File: src/verilog/preamp_adc_pkg.sv
`default_nettype none

package preamp_adc_pkg;

	////////////////////////////////////////
	// serial link and sample widths
	////////////////////////////////////////

	// clk50mhz cycles per half serial clock
	localparam int SPI_HALF = 2;
	// preamp gain word, both channels
	localparam int AMP_BITS = 8;
	// one adc channel
	localparam int ADC_BITS = 14;
	// serial clocks per conversion
	localparam int ADC_FRAME_BITS = 34;
	// sample interval counter
	localparam int CNT_BITS = 16;

	// gain codes, index is sw[1:0]
	localparam logic [3:0][3:0] GAIN_TABLE = {4'd4, 4'd3, 4'd2, 4'd1};

	// interval minus one, index is sw[3:2]
	localparam logic [3:0][CNT_BITS-1:0] INTERVAL_TABLE = {
		16'd1599, 16'd799, 16'd399, 16'd199
	};

	// worst case wait for an open frame, trigger to done plus margin
	localparam logic [CNT_BITS-1:0] FRAME_GUARD = CNT_BITS'(ADC_FRAME_BITS * 2 * SPI_HALF + 8);

	// control fsm states
	localparam logic [1:0] CTRL_IDLE = 2'd0;
	localparam logic [1:0] CTRL_WAIT_FRAME = 2'd1;
	localparam logic [1:0] CTRL_PROGRAM = 2'd2;
	localparam logic [1:0] CTRL_RUN = 2'd3;

	// one adc frame, shifted in raw then read by field
	typedef union packed {
		logic [ADC_FRAME_BITS-1:0] raw;
		struct packed {
			logic [1:0]          lead;
			logic [ADC_BITS-1:0] ch_a;
			logic [1:0]          mid;
			logic [ADC_BITS-1:0] ch_b;
			logic [1:0]          tail;
		} fld;
	} adc_frame_u;

endpackage

`default_nettype wire

File: src/verilog/capture_ctrl.sv
`timescale 1ns/1ns
`default_nettype none

module capture_ctrl (
	input  logic        clk50mhz,
	input  logic        arst_n,
	input  logic [3:0]  sw,
	// preamp handshake
	output logic        amp_trig,
	output logic [3:0]  amp_a,
	output logic [3:0]  amp_b,
	input  logic        amp_done,
	// sample timer
	output logic        cnt_en,
	output logic [15:0] cnt_max,
	// adc results
	input  logic        adc_done,
	input  logic [13:0] adc_a,
	input  logic [13:0] adc_b,
	// user side
	output logic [7:0]  led,
	output logic [13:0] sample_a,
	output logic [13:0] sample_b,
	output logic        sample_valid
);

	logic [3:0]  sw_q;
	logic        sw_vld;
	logic [1:0]  gain_sel;
	logic [1:0]  intv_sel;
	logic [1:0]  state;
	logic [15:0] guard_cnt;
	logic        gain_chg;
	logic        intv_chg;
	logic        frame_clear;
	logic        start_prog;
	logic        start_run;

	// switch code differs from the one last sent
	assign gain_chg = sw_q[1:0] != gain_sel;
	assign intv_chg = sw_q[3:2] != intv_sel;

	// open frame finished, or none was ever started
	assign frame_clear = adc_done || (guard_cnt == preamp_adc_pkg::FRAME_GUARD);

	// first pass waits one cycle so sw_q holds real switch values
	assign start_prog = ((state == preamp_adc_pkg::CTRL_IDLE) && sw_vld) ||
		((state == preamp_adc_pkg::CTRL_WAIT_FRAME) && frame_clear && gain_chg);
	assign start_run = ((state == preamp_adc_pkg::CTRL_PROGRAM) && amp_done) ||
		((state == preamp_adc_pkg::CTRL_WAIT_FRAME) && frame_clear && !gain_chg);

	////////////////////////////////////////
	// sequencing fsm
	////////////////////////////////////////

	always_ff @(posedge clk50mhz or negedge arst_n) begin
		if (!arst_n) begin
			sw_q       <= 4'd0;
			sw_vld     <= 1'b0;
			gain_sel   <= 2'd0;
			intv_sel   <= 2'd0;
			state      <= preamp_adc_pkg::CTRL_IDLE;
			guard_cnt  <= 16'd0;
			amp_trig   <= 1'b0;
			cnt_en     <= 1'b0;
			cnt_max    <= 16'd0;
		end else begin
			sw_q     <= sw;
			sw_vld   <= 1'b1;
			amp_trig <= 1'b0;
			// stop the timer on any switch change, then drain
			if ((state == preamp_adc_pkg::CTRL_RUN) && (gain_chg || intv_chg)) begin
				cnt_en    <= 1'b0;
				guard_cnt <= 16'd0;
				state     <= preamp_adc_pkg::CTRL_WAIT_FRAME;
			end else if (state == preamp_adc_pkg::CTRL_WAIT_FRAME) begin
				guard_cnt <= guard_cnt + 16'd1;
			end
			if (start_prog) begin
				amp_trig   <= 1'b1;
				gain_sel   <= sw_q[1:0];
				state      <= preamp_adc_pkg::CTRL_PROGRAM;
			end
			// cnt_max loads while cnt_en is still low
			if (start_run) begin
				cnt_en   <= 1'b1;
				cnt_max  <= preamp_adc_pkg::INTERVAL_TABLE[sw_q[3:2]];
				intv_sel <= sw_q[3:2];
				state    <= preamp_adc_pkg::CTRL_RUN;
			end
		end
	end

	// same code on both preamp channels
	always_ff @(posedge clk50mhz) begin
		if (start_prog) begin
			amp_a <= preamp_adc_pkg::GAIN_TABLE[sw_q[1:0]];
			amp_b <= preamp_adc_pkg::GAIN_TABLE[sw_q[1:0]];
		end
	end

	////////////////////////////////////////
	// sample outputs
	////////////////////////////////////////

	always_ff @(posedge clk50mhz or negedge arst_n) begin
		if (!arst_n) begin
			led          <= 8'd0;
			sample_valid <= 1'b0;
		end else begin
			sample_valid <= adc_done;
			if (adc_done)
				led <= adc_a[13:6];
		end
	end

	always_ff @(posedge clk50mhz) begin
		if (adc_done) begin
			sample_a <= adc_a;
			sample_b <= adc_b;
		end
	end

endmodule

`default_nettype wire

File: src/verilog/amp_gain_spi.sv
`timescale 1ns/1ns
`default_nettype none

module amp_gain_spi (
	input  logic       clk50mhz,
	input  logic       arst_n,
	// handshake with control
	input  logic       amp_trig,
	input  logic [3:0] amp_a,
	input  logic [3:0] amp_b,
	output logic       amp_done,
	// preamp pins
	output logic       spi_sck,
	output logic       spi_mosi,
	output logic       amp_cs,
	output logic       amp_shdn,
	// readback not decoded
	input  logic       amp_dout
);

	logic       busy;
	logic       fin;
	logic [7:0] div_cnt;
	logic [3:0] bit_cnt;
	logic [preamp_adc_pkg::AMP_BITS-1:0] shreg;
	logic       half_end;
	logic       last_bit;

	// preamp kept powered
	assign amp_shdn = 1'b0;

	assign half_end = busy && (div_cnt == 8'(preamp_adc_pkg::SPI_HALF - 1));
	assign last_bit = bit_cnt == 4'(preamp_adc_pkg::AMP_BITS - 1);

	////////////////////////////////////////
	// serial clock and chip select
	////////////////////////////////////////

	always_ff @(posedge clk50mhz or negedge arst_n) begin
		if (!arst_n) begin
			busy     <= 1'b0;
			fin      <= 1'b0;
			amp_done <= 1'b0;
			div_cnt  <= 8'd0;
			bit_cnt  <= 4'd0;
			spi_sck  <= 1'b0;
			spi_mosi <= 1'b0;
			amp_cs   <= 1'b1;
		end else begin
			fin      <= 1'b0;
			// done trails cs release by one cycle
			amp_done <= fin;
			if (!busy) begin
				if (amp_trig) begin
					busy     <= 1'b1;
					amp_cs   <= 1'b0;
					// msb out with cs low, sck still low
					spi_mosi <= amp_b[3];
					div_cnt  <= 8'd0;
					bit_cnt  <= 4'd0;
				end
			end else if (half_end) begin
				div_cnt <= 8'd0;
				if (!spi_sck) begin
					spi_sck <= 1'b1;
				end else begin
					spi_sck <= 1'b0;
					if (last_bit) begin
						busy     <= 1'b0;
						amp_cs   <= 1'b1;
						spi_mosi <= 1'b0;
						fin      <= 1'b1;
					end else begin
						bit_cnt  <= bit_cnt + 4'd1;
						// next bit on the falling edge
						spi_mosi <= shreg[preamp_adc_pkg::AMP_BITS-2];
					end
				end
			end else begin
				div_cnt <= div_cnt + 8'd1;
			end
		end
	end

	////////////////////////////////////////
	// gain word shifter
	////////////////////////////////////////

	// channel b in the upper nibble
	always_ff @(posedge clk50mhz) begin
		if (!busy && amp_trig)
			shreg <= {amp_b, amp_a};
		else if (half_end && spi_sck)
			shreg <= {shreg[preamp_adc_pkg::AMP_BITS-2:0], 1'b0};
	end

endmodule

`default_nettype wire

File: src/verilog/sample_timer.sv
`timescale 1ns/1ns
`default_nettype none

module sample_timer (
	input  logic        clk50mhz,
	input  logic        arst_n,
	input  logic        cnt_en,
	input  logic [15:0] cnt_max,
	output logic        cnt_trig
);

	logic [preamp_adc_pkg::CNT_BITS-1:0] cnt;
	logic wrap;

	// period is cnt_max + 1
	assign wrap = cnt == cnt_max;

	always_ff @(posedge clk50mhz or negedge arst_n) begin
		if (!arst_n) begin
			cnt      <= '0;
			cnt_trig <= 1'b0;
		end else if (!cnt_en) begin
			// restart from zero on every enable
			cnt      <= '0;
			cnt_trig <= 1'b0;
		end else if (wrap) begin
			cnt      <= '0;
			cnt_trig <= 1'b1;
		end else begin
			cnt      <= cnt + 1'b1;
			cnt_trig <= 1'b0;
		end
	end

endmodule

`default_nettype wire

File: src/verilog/adc_capture.sv
`timescale 1ns/1ns
`default_nettype none

module adc_capture (
	input  logic        clk50mhz,
	input  logic        arst_n,
	// from sample timer
	input  logic        adc_trig,
	// adc pins
	output logic        spi_sck,
	output logic        ad_conv,
	input  logic        adc_out,
	// results
	output logic        adc_done,
	output logic [13:0] adc_a,
	output logic [13:0] adc_b
);

	logic       busy;
	logic       fin;
	logic [7:0] div_cnt;
	logic [5:0] bit_cnt;
	logic       half_end;
	logic       last_clk;
	preamp_adc_pkg::adc_frame_u frame;

	// divider holds during the conversion strobe
	assign half_end = busy && !ad_conv &&
		(div_cnt == 8'(preamp_adc_pkg::SPI_HALF - 1));
	assign last_clk = bit_cnt == 6'(preamp_adc_pkg::ADC_FRAME_BITS - 1);

	////////////////////////////////////////
	// strobe, divider, clock count
	////////////////////////////////////////

	always_ff @(posedge clk50mhz or negedge arst_n) begin
		if (!arst_n) begin
			busy     <= 1'b0;
			fin      <= 1'b0;
			adc_done <= 1'b0;
			ad_conv  <= 1'b0;
			spi_sck  <= 1'b0;
			div_cnt  <= 8'd0;
			bit_cnt  <= 6'd0;
		end else begin
			fin      <= 1'b0;
			adc_done <= fin;
			ad_conv  <= 1'b0;
			if (!busy) begin
				// single cycle conversion strobe
				if (adc_trig) begin
					busy    <= 1'b1;
					ad_conv <= 1'b1;
					div_cnt <= 8'd0;
					bit_cnt <= 6'd0;
				end
			end else if (!ad_conv) begin
				if (half_end) begin
					div_cnt <= 8'd0;
					spi_sck <= !spi_sck;
					if (spi_sck) begin
						// falling edge closes one clock
						if (last_clk) begin
							busy <= 1'b0;
							fin  <= 1'b1;
						end else begin
							bit_cnt <= bit_cnt + 6'd1;
						end
					end
				end else begin
					div_cnt <= div_cnt + 8'd1;
				end
			end
		end
	end

	////////////////////////////////////////
	// frame shift and channel split
	////////////////////////////////////////

	// sample on the edge that raises sck
	always_ff @(posedge clk50mhz) begin
		if (half_end && !spi_sck)
			frame.raw <= {frame.raw[preamp_adc_pkg::ADC_FRAME_BITS-2:0], adc_out};
	end

	// filler bits dropped here
	// results move only with adc_done
	always_ff @(posedge clk50mhz) begin
		if (fin) begin
			adc_a <= frame.fld.ch_a;
			adc_b <= frame.fld.ch_b;
		end
	end

endmodule

`default_nettype wire

File: src/verilog/preamp_adc_top.sv
`timescale 1ns/1ns
`default_nettype none

module preamp_adc_top (
	input  logic        clk50mhz,
	input  logic        arst_n,
	// shared serial bus
	output logic        spi_sck,
	output logic        spi_mosi,
	// preamp
	output logic        amp_cs,
	output logic        amp_shdn,
	input  logic        amp_dout,
	// adc
	output logic        ad_conv,
	input  logic        adc_out,
	// switches and leds
	input  logic [3:0]  sw,
	output logic [7:0]  led,
	// captured samples
	output logic [13:0] sample_a,
	output logic [13:0] sample_b,
	output logic        sample_valid
);

	// preamp handshake
	logic        amp_trig;
	logic [3:0]  amp_a;
	logic [3:0]  amp_b;
	logic        amp_done;
	// timer
	logic        cnt_en;
	logic [15:0] cnt_max;
	logic        adc_trig;
	// adc results
	logic        adc_done;
	logic [13:0] adc_a;
	logic [13:0] adc_b;
	// per device serial clocks
	logic        spi_sck_amp;
	logic        spi_sck_adc;

	capture_ctrl u_ctrl (
		.clk50mhz(clk50mhz), .arst_n(arst_n), .sw(sw),
		.amp_trig(amp_trig), .amp_a(amp_a), .amp_b(amp_b), .amp_done(amp_done),
		.cnt_en(cnt_en), .cnt_max(cnt_max),
		.adc_done(adc_done), .adc_a(adc_a), .adc_b(adc_b),
		.led(led), .sample_a(sample_a), .sample_b(sample_b), .sample_valid(sample_valid)
	);

	amp_gain_spi u_amp (
		.clk50mhz(clk50mhz), .arst_n(arst_n),
		.amp_trig(amp_trig), .amp_a(amp_a), .amp_b(amp_b), .amp_done(amp_done),
		.spi_sck(spi_sck_amp), .spi_mosi(spi_mosi),
		.amp_cs(amp_cs), .amp_shdn(amp_shdn), .amp_dout(amp_dout)
	);

	sample_timer u_timer (
		.clk50mhz(clk50mhz), .arst_n(arst_n),
		.cnt_en(cnt_en), .cnt_max(cnt_max), .cnt_trig(adc_trig)
	);

	adc_capture u_adc (
		.clk50mhz(clk50mhz), .arst_n(arst_n), .adc_trig(adc_trig),
		.spi_sck(spi_sck_adc), .ad_conv(ad_conv), .adc_out(adc_out),
		.adc_done(adc_done), .adc_a(adc_a), .adc_b(adc_b)
	);

	// both idle low, never active together
	assign spi_sck = spi_sck_amp | spi_sck_adc;

endmodule

`default_nettype wire

File: config.mk
export PLATFORM = sky130hd
export DESIGN_NAME = preamp_adc_top
export DESIGN_NICKNAME = d
export VERILOG_FILES = /design/src/verilog/preamp_adc_pkg.sv /design/src/verilog/capture_ctrl.sv /design/src/verilog/amp_gain_spi.sv /design/src/verilog/sample_timer.sv /design/src/verilog/adc_capture.sv /design/src/verilog/preamp_adc_top.sv
export SDC_FILE = /design/constraint.sdc
export NUM_CORES = 1
export LEC_CHECK = 0
export BUFFER_PORTS_ARGS = -buffer_cell sky130_fd_sc_hd__buf_4
export CORE_MARGIN = 4
export CORE_UTILIZATION = 31
export DETAILED_ROUTE_END_ITERATION = 10
export SETUP_SLACK_MARGIN = 0.1
export SLEW_MARGIN = 40
export SYNTH_ARGS = -nofsm -noshare
export SYNTH_HDL_FRONTEND = slang
export SYNTH_SLANG_ARGS = --single-unit
File: constraint.sdc
create_clock -name clk50mhz -period 4 [get_ports clk50mhz]
set_input_delay 0.8 -clock clk50mhz [delete_from_list [all_inputs] [get_ports clk50mhz]]
set_output_delay 0.8 -clock clk50mhz [all_outputs]
set_load 0.05 [all_outputs]
; Word-level counts from Yosys, hierarchy flattened
; Cells that the tools add are included.
[word_totals]
regBits = 207
input_bits = 8
output_inout_bits = 42
word_cells = 166
[classes]
addsub = 6
order_cmp = 2
n_eq_ne = 19
muxes = 68
bitwise = 2
n_reduce_logical = 34
[ops]
columns = cell, n
row1 = 16-bit 2-to-1 mux, 5
row2 = 8-bit 2-to-1 mux, 7
row3 = 1-bit 2-to-1 mux, 37
row4 = 6-bit 2-to-1 mux, 6
row5 = 16-bit by 1-bit adder with 16-bit output (second input constant), 2
row6 = 16-bit binary-select mux with 2-bit select, 1
row7 = 4-bit 2-to-1 mux, 6
row8 = 8-bit by 1-bit adder with 8-bit output (second input constant), 2
row9 = 16-bit == test, 1
row10 = 16-bit by 8-bit == test with 1-bit output (second input constant), 1
row11 = 8-bit by 1-bit == test with 1-bit output (second input constant), 2
row12 = 7-bit 2-to-1 mux, 2
row13 = 1-bit logical AND, 12
row14 = 2-bit inequality test (second input constant), 6
row15 = 2-bit nonzero test, 5
row16 = 4-bit binary-select mux with 2-bit select, 1
row17 = 4-bit AND reduction, 2
row18 = 6-bit by 1-bit adder with 6-bit output (second input constant), 1
row19 = 6-bit == test (second input constant), 1
row20 = 2-bit by 3-bit < comparator with 1-bit output (second input constant), 2
row21 = 2-bit 2-to-1 mux, 3
row22 = 3-bit AND reduction, 2
row23 = 5-bit AND reduction, 1
row24 = 4-bit by 1-bit adder with 4-bit output (second input constant), 1
row25 = 12 further kinds, 22

; Longest topological paths before layout
; Gate-level depths: netlist of the first run.
[depth]
word_depth = 7
ltp_mapped = 7
ltp_nobuf = 6

; Hierarchy
; Synthesis of the first run repeated with hierarchy kept, for this count alone.
[unflattened]
hier_cells = 602
area_unflattened_um2 = 8197.9
[modules_own_cells]
columns = mod, n_inst, cells_each, area_per_inst_um2, seq_area_each_um2
row1 = capture_ctrl, 1, 219, 3129.3, 2031.9
row2 = adc_capture, 1, 168, 2837.7, 2277.2
row3 = amp_gain_spi, 1, 110, 1222.4, 661.9
row4 = sample_timer, 1, 104, 1002.2, 425.4
row5 = preamp_adc_top, 1, 1, 6.3, 0.0

; Worst setup path before layout of the first run
; No wires, ideal clock.
[synth_path]
path_kind = register -> register
from = register u_adc.div_cnt[1]
to = register u_adc.frame[0] (netlist bit) (enable)
setup_ns = 0.421
t_arrival_ns = 2.462
required_ns = 3.579
setup_slack_ns = 1.117
path_stages_with_launch = 6
n_path_buf = 0
period_less_slack_ns = 2.883
cell_sequence = dfrtp_1 > inv_1 > ha_1 > nor4b_2 > nand3_1 > nor2_1
[synth_between]
elab_chain_cells = 3
[synth_lines]
columns = item, line_no
row1 = "start, declared", adc_capture.sv:21  ; logic [7:0] div_cnt;
row2 = "start signal, assigned", adc_capture.sv:71  ; div_cnt <= div_cnt + 8'd1;
row3 = 8-bit by 1-bit == test with 1-bit output, adc_capture.sv:29  ; (div_cnt == 8'(preamp_adc_pkg::SPI_HALF - 1));
row4 = 1-bit logical AND, adc_capture.sv:28  ; assign half_end = busy && !ad_conv &&
row5 = 1-bit logical AND, adc_capture.sv:83  ; if (half_end && !spi_sck)
row6 = "end, declared", adc_capture.sv:25  ; preamp_adc_pkg::adc_frame_u frame;
; No other way between the ends.
; A chain may end at the register's enable or synchronous reset.

; Worst setup path after layout of the first run
[layout_path]
from = register u_ctrl.guard_cnt[0]
to = register u_ctrl.amp_a[0] (enable)
[layout_between]
elab_chain_cells = 5
[layout_lines]
columns = item, line_no
row1 = "start, declared", capture_ctrl.sv:32  ; logic [15:0] guard_cnt;
row2 = "start signal, assigned", capture_ctrl.sv:77  ; guard_cnt <= guard_cnt + 16'd1;
row3 = 16-bit by 8-bit == test with 1-bit output, capture_ctrl.sv:44  ; assign frame_clear = adc_done || (guard_cnt == preamp_adc_pkg::FRAME_GUARD);
row4 = 1-bit logical OR, capture_ctrl.sv:44
row5 = 1-bit logical AND (2 in series), capture_ctrl.sv:48  ; ((state == preamp_adc_pkg::CTRL_WAIT_FRAME) && frame_clear && gain_chg);
row6 = 1-bit logical OR, capture_ctrl.sv:47  ; assign start_prog = ((state == preamp_adc_pkg::CTRL_IDLE) && sw_vld) ||
row7 = via u_ctrl.start_prog, capture_ctrl.sv:36  ; logic start_prog;
row8 = "end signal, assigned", capture_ctrl.sv:97  ; amp_a <= preamp_adc_pkg::GAIN_TABLE[sw_q[1:0]];
row9 = "end, declared", capture_ctrl.sv:10  ; output logic [3:0] amp_a,
; The timed path passes the listed nets, and every way through them passes these cells.

==> results of run 1 <==
cell families after synthesis:
logic type,Yosys count
xor+xnor,27
flops,196
compound gates,111
simple gates,199
other cells,2
mux,14
buf+inv,48
fa+ha+maj,16
state kept, by name (all words and copies together) (netlist names), 3 cells and up:
| name | count |
|---|---|
| u_adc.adc_a | 14 |
| u_adc.adc_b | 14 |
| u_adc.bit_cnt | 6 |
| u_adc.div_cnt | 8 |
| u_adc.frame | 32 |
| u_amp.bit_cnt | 4 |
| u_amp.div_cnt | 8 |
| u_amp.shreg | 7 |
| u_ctrl.amp_a | 3 |
| u_ctrl.cnt_max | 7 |
| u_ctrl.guard_cnt | 16 |
| u_ctrl.led | 8 |
| u_ctrl.sample_a | 14 |
| u_ctrl.sample_b | 14 |
| u_ctrl.sw_q | 4 |
| u_timer.cnt | 16 |
power groups by stage:
stage	Sequential, mW	Combinational, mW	Clock (mW)
after floorplan	2.37	0.416	0
after global placement	2.41	0.528	0
after CTS	2.37	0.548	1.78
final	2.37	0.544	1.73
after global routing	2.39	0.610	1.87
after detailed placement	2.41	0.546	0
final cells by class:
class                      count  area share
tap                          330     0.04385
multi-input combinational    369      0.2610
clock inverter                15     0.02073
timing repair buffer          54     0.04345
clock buffer                  17     0.04518
sequential                   196      0.5732
inverter                      28     0.01262
layer usage:
metal  track usage  wire (microns)
met1        0.1473            7155
met2        0.1698            7010
met3       0.01840             194
met4       0.04130             178
met5             0               0
metrics by stage:
step	power, mW	setup slack, ns	util
3_5_place_dp	2.954	1.714	0.3461
5_1_grt	4.874	1.536	0.3707
4_1_cts	4.693	1.692	0.3705
2_1_floorplan	2.786	1.117	-
3_3_place_gp	2.935	1.727	0.3455
6_report	4.637	1.722	0.3707
worst max-delay path: stages, from the launching register on:
cell      delay [ns]
dfrtp_1         0.41
inv_1           0.10
ha_1            0.16
nor3b_1         0.31
and4_1          0.47
o221ai_1        0.16
a21oi_1         0.34
cell usage after synthesis, types with 8 or more instances:
cell      count
inv_1        27
nand3_1      21
edfxtp_1     98
and3_1       11
mux2_2        8
dfrtp_1      97
nand2_1      57
a21oi_1      17
o21ai_0      15
nor3_1       13
xnor2_1      17
xor2_1       10
ha_1         16
nor2_1       36
buf_2         9
clkbuf_1      9
o211ai_1     23
final timing paths:
| path | from | to | slack (ns) | depth (start not counted) |
|---|---|---|---|---|
| worst max-delay path | u_ctrl.guard_cnt[0]$_DFFE_PN0P_ | u_ctrl.amp_a[0]$_DFFE_PP_ | 1.72 | 6 |
| min in group clk50mhz | u_amp.fin$_DFF_PN0_ | u_amp.amp_done$_DFF_PN0_ | 0.38 | 0 |
| worst min-delay path | arst_n | u_amp.div_cnt[0]$_DFFE_PN0P_ | 0.35 | 1 |
| max in group asynchronous | arst_n | u_ctrl.guard_cnt[8]$_DFFE_PN0P_ | 2.89 | 2 |
| worst max register to register | u_ctrl.guard_cnt[0]$_DFFE_PN0P_ | u_ctrl.amp_a[0]$_DFFE_PP_ | 1.72 | 6 |
| worst min register to register | u_amp.fin$_DFF_PN0_ | u_amp.amp_done$_DFF_PN0_ | 0.38 | 0 |
==> flow_summary_export.csv, run 1 <==
group,metric,value,unit
placed_design,dpl_cell_area,8790,sq um
synthesis,ys_warn_count,0,
timing,setup_viol,0,
hold_path,hold_path.class,"in -> async",
cts,numCtsBuffers,17,
synthesis,synth-seq-cells,196,
setup_path,critPathLaunchType,"flop",
die,io_pins,50,
synthesis,synth_top_area_share,0.3656,
timing,period_needed,2.278,ns
placed_design,dpl.cell_count,977,
final_layout,layout.nets,690,
final_layout,final_layout_size_suffix_gt1_frac,0.1635,
final_layout,layout_common_cells,"98 x edfxtp_1, 96 x dfrtp_1, 57 x nand2_1, 53 x buf_4, 35 x nor2_1",
timing,slew_headroom,0.5132,
die,fp.dieH,169.1,microns
global_routing,grt-ovfl-total,0,
timing,slew_viol_final,0,
synthesis,async_flop_share,0.5000,
final_layout,diodes,0,
final_layout,fin_cells,1009,
synthesis,synth_cells,613,
timing,rsz0062_at_grt,"false",
power_and_ir_drop,irDropWorstVdd,0.3088,mV
setup_path,worstSetupEndpointType,"flop",
timing,hold_slack,0.3538,ns
synthesis,synthAdderAreaFrac,0.02487,
power_and_ir_drop,switchingPower,1.338,mW
die,start_util,0.3169,
synthesis,syn_avg_cell_area,13.13,sq um
final_layout,design_area,9417,sq um
synthesis,mappedNetlistArea,8050,sq um
cts,clock_sinks,196,
power_and_ir_drop,p_int,3.300,mW
cts,cts_max_level,4,
setup_path,path_class,"reg -> reg",
detailed_routing,drt-total-wl,14540,microns
power_and_ir_drop,swShare,0.2884,
die,die_x,169.1,microns
synthesis,muxShareOfSynthArea,0.01896,
synthesis,synth_nets,637,
synthesis,synth_largest_area_cell,"edfxtp_1",
detailed_routing,vias_per_cell,4.782,
placed_design,port-buffer-count,47,
synthesis,synth_xor_area_frac,0.02938,
global_routing,first_global_vias,4754,
cts,cts-resized-gates,0,
die,die_area,28610,sq um
cts,insertion_delay,0.43,ns
outcome,status,"finished clean",
power_and_ir_drop,cellPowerDensity,492.5,nW/um^2
final_layout,seq_area,5398,sq um
global_routing,grt_pass1_wl,24900,microns
timing,finalHoldViolations,0,
detailed_routing,avgRoutedWirePerCell,14.41,microns
timing,worst_clock_skew,0.009856,ns
global_routing,grtUsageTotal,0.1069,
final_layout,area_growth,16.97,%
detailed_routing,vias,4825,
synthesis,synth_ff_type,"edfxtp_1",
timing,worst_slew_pin_slew,0.7260,ns
synthesis,ys_seq_area_frac,0.6703,
detailed_routing,drtIter0Drc,284,
placed_design,routabilityCongestion,0.7528,
synthesis,synthSimpleGateAreaFrac,0.1312,
timing,fin_crit_sh,0.5695,
final_layout,nFillCells,2467,
cts,clockBufferDepth,2,
power_and_ir_drop,p_clk_frac,0.372,
die,rows,58,
synthesis,synth_edf_count,98,
cts,ctsHoldBuffers,0,
detailed_routing,drc,0,
synthesis,yosys-top-cells-area,"edfxtp_1 37%, dfrtp_1 30%, nand2_1 2.7%",
flow_run,maxCapViolations,0,
detailed_routing,antenna_left,0,
cts,ctsRootBufferMaster,"clkbuf_16",
final_layout,final_common_cell,"edfxtp_1",
power_and_ir_drop,p_seq_frac,0.510,
timing,setup_tns,0,ns
setup_path,required,4.09,ns
placed_design,dp_hpwl,9785,microns
power_and_ir_drop,p_leak,3.654,nW
synthesis,synth.distinct_cells,68,
global_routing,grt_max_degree,64,
global_routing,grt_antenna_before_repair,0,
setup_path,critPathArrivalTime,2.37,ns
synthesis,synth_compound_area_frac,0.09838,
setup_path,worstPathMaxFanout,9,
detailed_routing,drtPass1Iterations,4,
synthesis,synth_top_family_by_area,"simple AND/OR/NAND/NOR gates",
power_and_ir_drop,p_comb_frac,0.117,
timing,fmax,0.4390,GHz
die,fp.coreArea,25400,sq um
cts,clk_pin_slew,0.08,ns
final_layout,multi_input_area,2457,sq um
cts,cts_tree,"done",
cts,post_cts_buffers,0,
Power figures use the tool's default switching activity.
==> run 2, diff against run 1 <==
--- a/config.mk
+++ b/config.mk
@@ -5,6 +5,7 @@
 export SDC_FILE = /design/constraint.sdc
 export NUM_CORES = 1
 export LEC_CHECK = 0
+export ABC_AREA = 1
 export BUFFER_PORTS_ARGS = -buffer_cell sky130_fd_sc_hd__buf_4
 export CORE_MARGIN = 4
 export CORE_UTILIZATION = 31
==> constraint.sdc (replaced) <==
create_clock -name clk50mhz -period 2 [get_ports clk50mhz]
set_input_delay 0.4 -clock clk50mhz [delete_from_list [all_inputs] [get_ports clk50mhz]]
set_output_delay 0.4 -clock clk50mhz [all_outputs]
set_load 0.05 [all_outputs]
==> run 2 against run 1 <==
  * Register-to-register slack got worse by 1.5 ns
  * Power increased by 100%
  * Via count increased by 4.7%
  * Flip-flop and latch count unchanged
  * Critical path depth increased by 1
  * Non-clock buffer count decreased by 1
  * First-iteration DRC count decreased by 9.5%
  * Clock skew about the same
  * Setup slack got worse by 1.5 ns
  * Count of clock-buffer cells in the layout unchanged
  * Utilization decreased by 0.38 points
  * Synthesized cell count increased by 18%
  * Largest power group unchanged
  * Highest routed layer unchanged
==> flow_summary_export.csv, run 2 <==
group,metric,value,unit
final_layout,final_layout_size_suffix_gt1_frac,0.1710,
detailed_routing,drtIter0Drc,257,
timing,setup_tns,0,ns
setup_path,worstSetupEndpoint,"u_adc.frame[26]$_DFFE_PP_",
global_routing,grt_antenna_before_repair,0,
die,die_area,29000,sq um
setup_path,critPathArrivalTime,1.87,ns
detailed_routing,vias,5052,
cts,cts_max_level,4,
final_layout,area_growth,16.76,%
power_and_ir_drop,p_leak,4.065,nW
hold_path,hold_path.class,"in -> async",
setup_path,path_class,"reg -> reg",
synthesis,synth_ff_type,"edfxtp_1",
flow_run,maxCapViolations,0,
synthesis,synth_cells,724,
timing,slew_headroom,0.6465,
die,io_pins,50,
cts,numCtsBuffers,17,
cts,clk_pin_slew,0.07,ns
global_routing,busiest_layer,"met2",
final_layout,regMostFlops,"u_adc.frame",
cts,clock_sinks,196,
global_routing,use_met1,0.1438,
synthesis,synth_nets,748,
synthesis,syn_avg_cell_area,11.28,sq um
detailed_routing,avgRoutedWirePerCell,12.72,microns
placed_design,port-buffer-count,47,
final_layout,largest_register_ffs,32,
setup_path,path_depth,7,
detailed_routing,drtPass1Iterations,4,
setup_path,cp_cell_sequence,"inv_1 > ha_1 > inv_1 > nor3_2 > nand4_4 > nor2_4 > buf_12",
detailed_routing,drt-total-wl,14450,microns
setup_path,reg2reg_slack,0.26,ns
final_layout,diodes,0,
timing,finalHoldViolations,0,
setup_path,crit_path_start,"u_adc.div_cnt[1]$_DFFE_PN0P_",
timing,worst_clock_skew,0.01016,ns
cts,ctsRootBufferMaster,"clkbuf_16",
power_and_ir_drop,irDropWorstVdd,0.6255,mV
outcome,status,"finished clean",
placed_design,dpl.cell_count,1104,
synthesis,yosys-top-cells-area,"edfxtp_1 36%, dfrtp_1 30%, nand2_1 6.7%",
final_layout,fin_cells,1136,
global_routing,first_global_vias,5180,
global_routing,grt_max_degree,99,
power_and_ir_drop,cellPowerDensity,989.4,nW/um^2
placed_design,dp_hpwl,9542,microns
global_routing,grt_pass1_wl,25330,microns
final_layout,final_common_cell,"nand2_1",
setup_path,critPathLaunchType,"flop",
die,fp.dieH,170.3,microns
cts,insertion_delay,0.43,ns
die,start_util,0.3142,
setup_path,cp_top_family,"simple AND/OR/NAND/NOR gates",
cts,cts_tree,"done",
cts,ctsHoldBuffers,0,
final_layout,layout.nets,812,
timing,rsz0062_at_grt,"false",
synthesis,synth_top_area_share,0.3604,
synthesis,synth-seq-cells,196,
setup_path,slowest_stage,"dfrtp_1",
global_routing,met2_usage,0.1620,
final_layout,layout_common_cells,"145 x nand2_1, 98 x edfxtp_1, 95 x dfrtp_1, 82 x nor2_1, 63 x inv_1",
global_routing,met3_usage,0.03717,
synthesis,ys_seq_area_frac,0.6609,
detailed_routing,vias_per_cell,4.447,
synthesis,synth_largest_area_cell,"edfxtp_1",
setup_path,cpPeakStageDelay,0.41,ns
die,fp.coreArea,25980,sq um
setup_path,critPathMostFrequentCell,"inv_1",
synthesis,mappedNetlistArea,8165,sq um
power_and_ir_drop,p_total,9.433,mW
setup_path,r2r-start,"u_adc.div_cnt[1]$_DFFE_PN0P_",
detailed_routing,antenna_left,0,
setup_path,reg2reg_depth,7,
global_routing,grt-ovfl-total,0,
detailed_routing,drc,0,
synthesis,synthTopCellsByCount,"146 x nand2_1, 98 x edfxtp_1, 97 x dfrtp_1",
cts,clockBufferDepth,2,
timing,period_needed,1.736,ns
setup_path,rr_endpoint,"u_adc.frame[26]$_DFFE_PP_",
synthesis,synth_most_common_cell,"nand2_1",
synthesis,async_flop_share,0.5000,
final_layout,reg_top3,"u_adc.frame: 32 flops, u_ctrl.guard_cnt: 16 flops, u_timer.cnt: 16 flops",
timing,setup_viol,0,
setup_path,required,2.13,ns
global_routing,grtUsageTotal,0.1079,
placed_design,routabilityCongestion,0.8202,
timing,worst_slew_pin_slew,0.5302,ns
setup_path,worstSetupEndpointType,"flop",
synthesis,ys_warn_count,0,
synthesis,synth_edf_count,98,
timing,fin_crit_sh,0.8681,
timing,fmax,0.5760,GHz
die,die_x,170.3,microns
synthesis,synth.distinct_cells,46,
setup_path,crit_buf_inv,3,
setup_path,worstPathMaxFanout,32,
die,rows,59,
timing,slew_viol_final,0,
[run 2: cell types whose count changed after synthesis, moves of 8 or more]
cell	delta
nand2_1	+89
nor2_1	+47
inv_1	+36
nand3_1	+29
o211ai_1	-23
xor2_1	+15
nand4_1	+11
xnor2_1	-11
and3_1	-10
o21ai_0	+10
inv_2	+9
buf_2	-8
mux2_2	-8
[run 2: repair_timing]
item                                    in CTS  in global routing
endpoints found under the setup margin       0                  4
setup buffers                                0                  0
resized for setup                            0                  1
[run 2: worst register-to-register path: stages (launching register included)]
cell	delay (ns)
dfrtp_1	0.41
inv_1	0.07
ha_1	0.13
inv_1	0.04
nor3_2	0.17
nand4_4	0.21
nor2_4	0.18
buf_12	0.21
[run 2: power breakdown]
| part | switching (mW) | internal (mW) |
|---|---|---|
| combinational | 0.840 | 0.418 |
| sequential | 0.278 | 4.58 |
| clock | 1.65 | 1.67 |
| total | 2.77 | 6.67 |
[run 2: logic make-up after synthesis]
logic type	after synthesis	synth area share
other	2	0.0009197
DFF	196	0.6609
AOI/OAI and AO/OA	59	0.04153
and+or+nand+nor	338	0.1966
buffers and inverters	82	0.04229
adders and majority gates	16	0.02452
xor gates and xnor gates	31	0.03325
[run 2: area by class of cell]
| class | count | area (sq um) |
|---|---|---|
| clock buffers | 17 | 425.4 |
| clock inverters | 15 | 151.4 |
| fillers | 2554 | 16450 |
| inverters | 74 | 282.8 |
| multi-input cells | 446 | 2434 |
| flip-flops and latches | 196 | 5399 |
| well taps | 335 | 419.2 |
| repair buffers | 53 | 422.9 |
[run 2: worst min-delay path by stage]
| stage | slack (ns) | end | cells past startpoint | start |
|---|---|---|---|---|
| final | 0.03 | u_timer.cnt[8]$_DFF_PN0_ | 2 | arst_n |
| after global placement | 0.34 | u_amp.amp_done$_DFF_PN0_ | 0 | u_amp.fin$_DFF_PN0_ |
| after floorplan | 0.10 | u_adc.ad_conv$_DFF_PN0_ | 0 | arst_n |
| after detailed placement | 0.34 | u_amp.amp_done$_DFF_PN0_ | 0 | u_amp.fin$_DFF_PN0_ |
| after CTS | 0.05 | u_timer.cnt[6]$_DFF_PN0_ | 2 | arst_n |
| after global routing | 0.05 | u_ctrl.sw_q[1]$_DFF_PN0_ | 1 | sw[1] |
[run 2: stage by stage]
step	area [sq um]	hold slack, ns	setup WS (ns)	utilization
6_report	9534	0.03479	0.2639	0.3669
5_1_grt	9534	0.05389	0.1157	0.3669
4_1_cts	9532	0.05225	0.2528	0.3668
3_5_place_dp	8955	0.3402	0.2767	0.3446
3_3_place_gp	8955	0.3401	0.2536	0.3446
2_1_floorplan	8175	0.1044	0.1144	-
[run 2: routing by layer]
metal / vias to the layer above / wire, microns / share of wire
met3: 18 / 863 / 0.060
met4: 0 / 226 / 0.016
met2: 67 / 6521 / 0.45
met5: - / 0 / 0
li1: 2523 / - / -
met1: 2444 / 6842 / 0.47
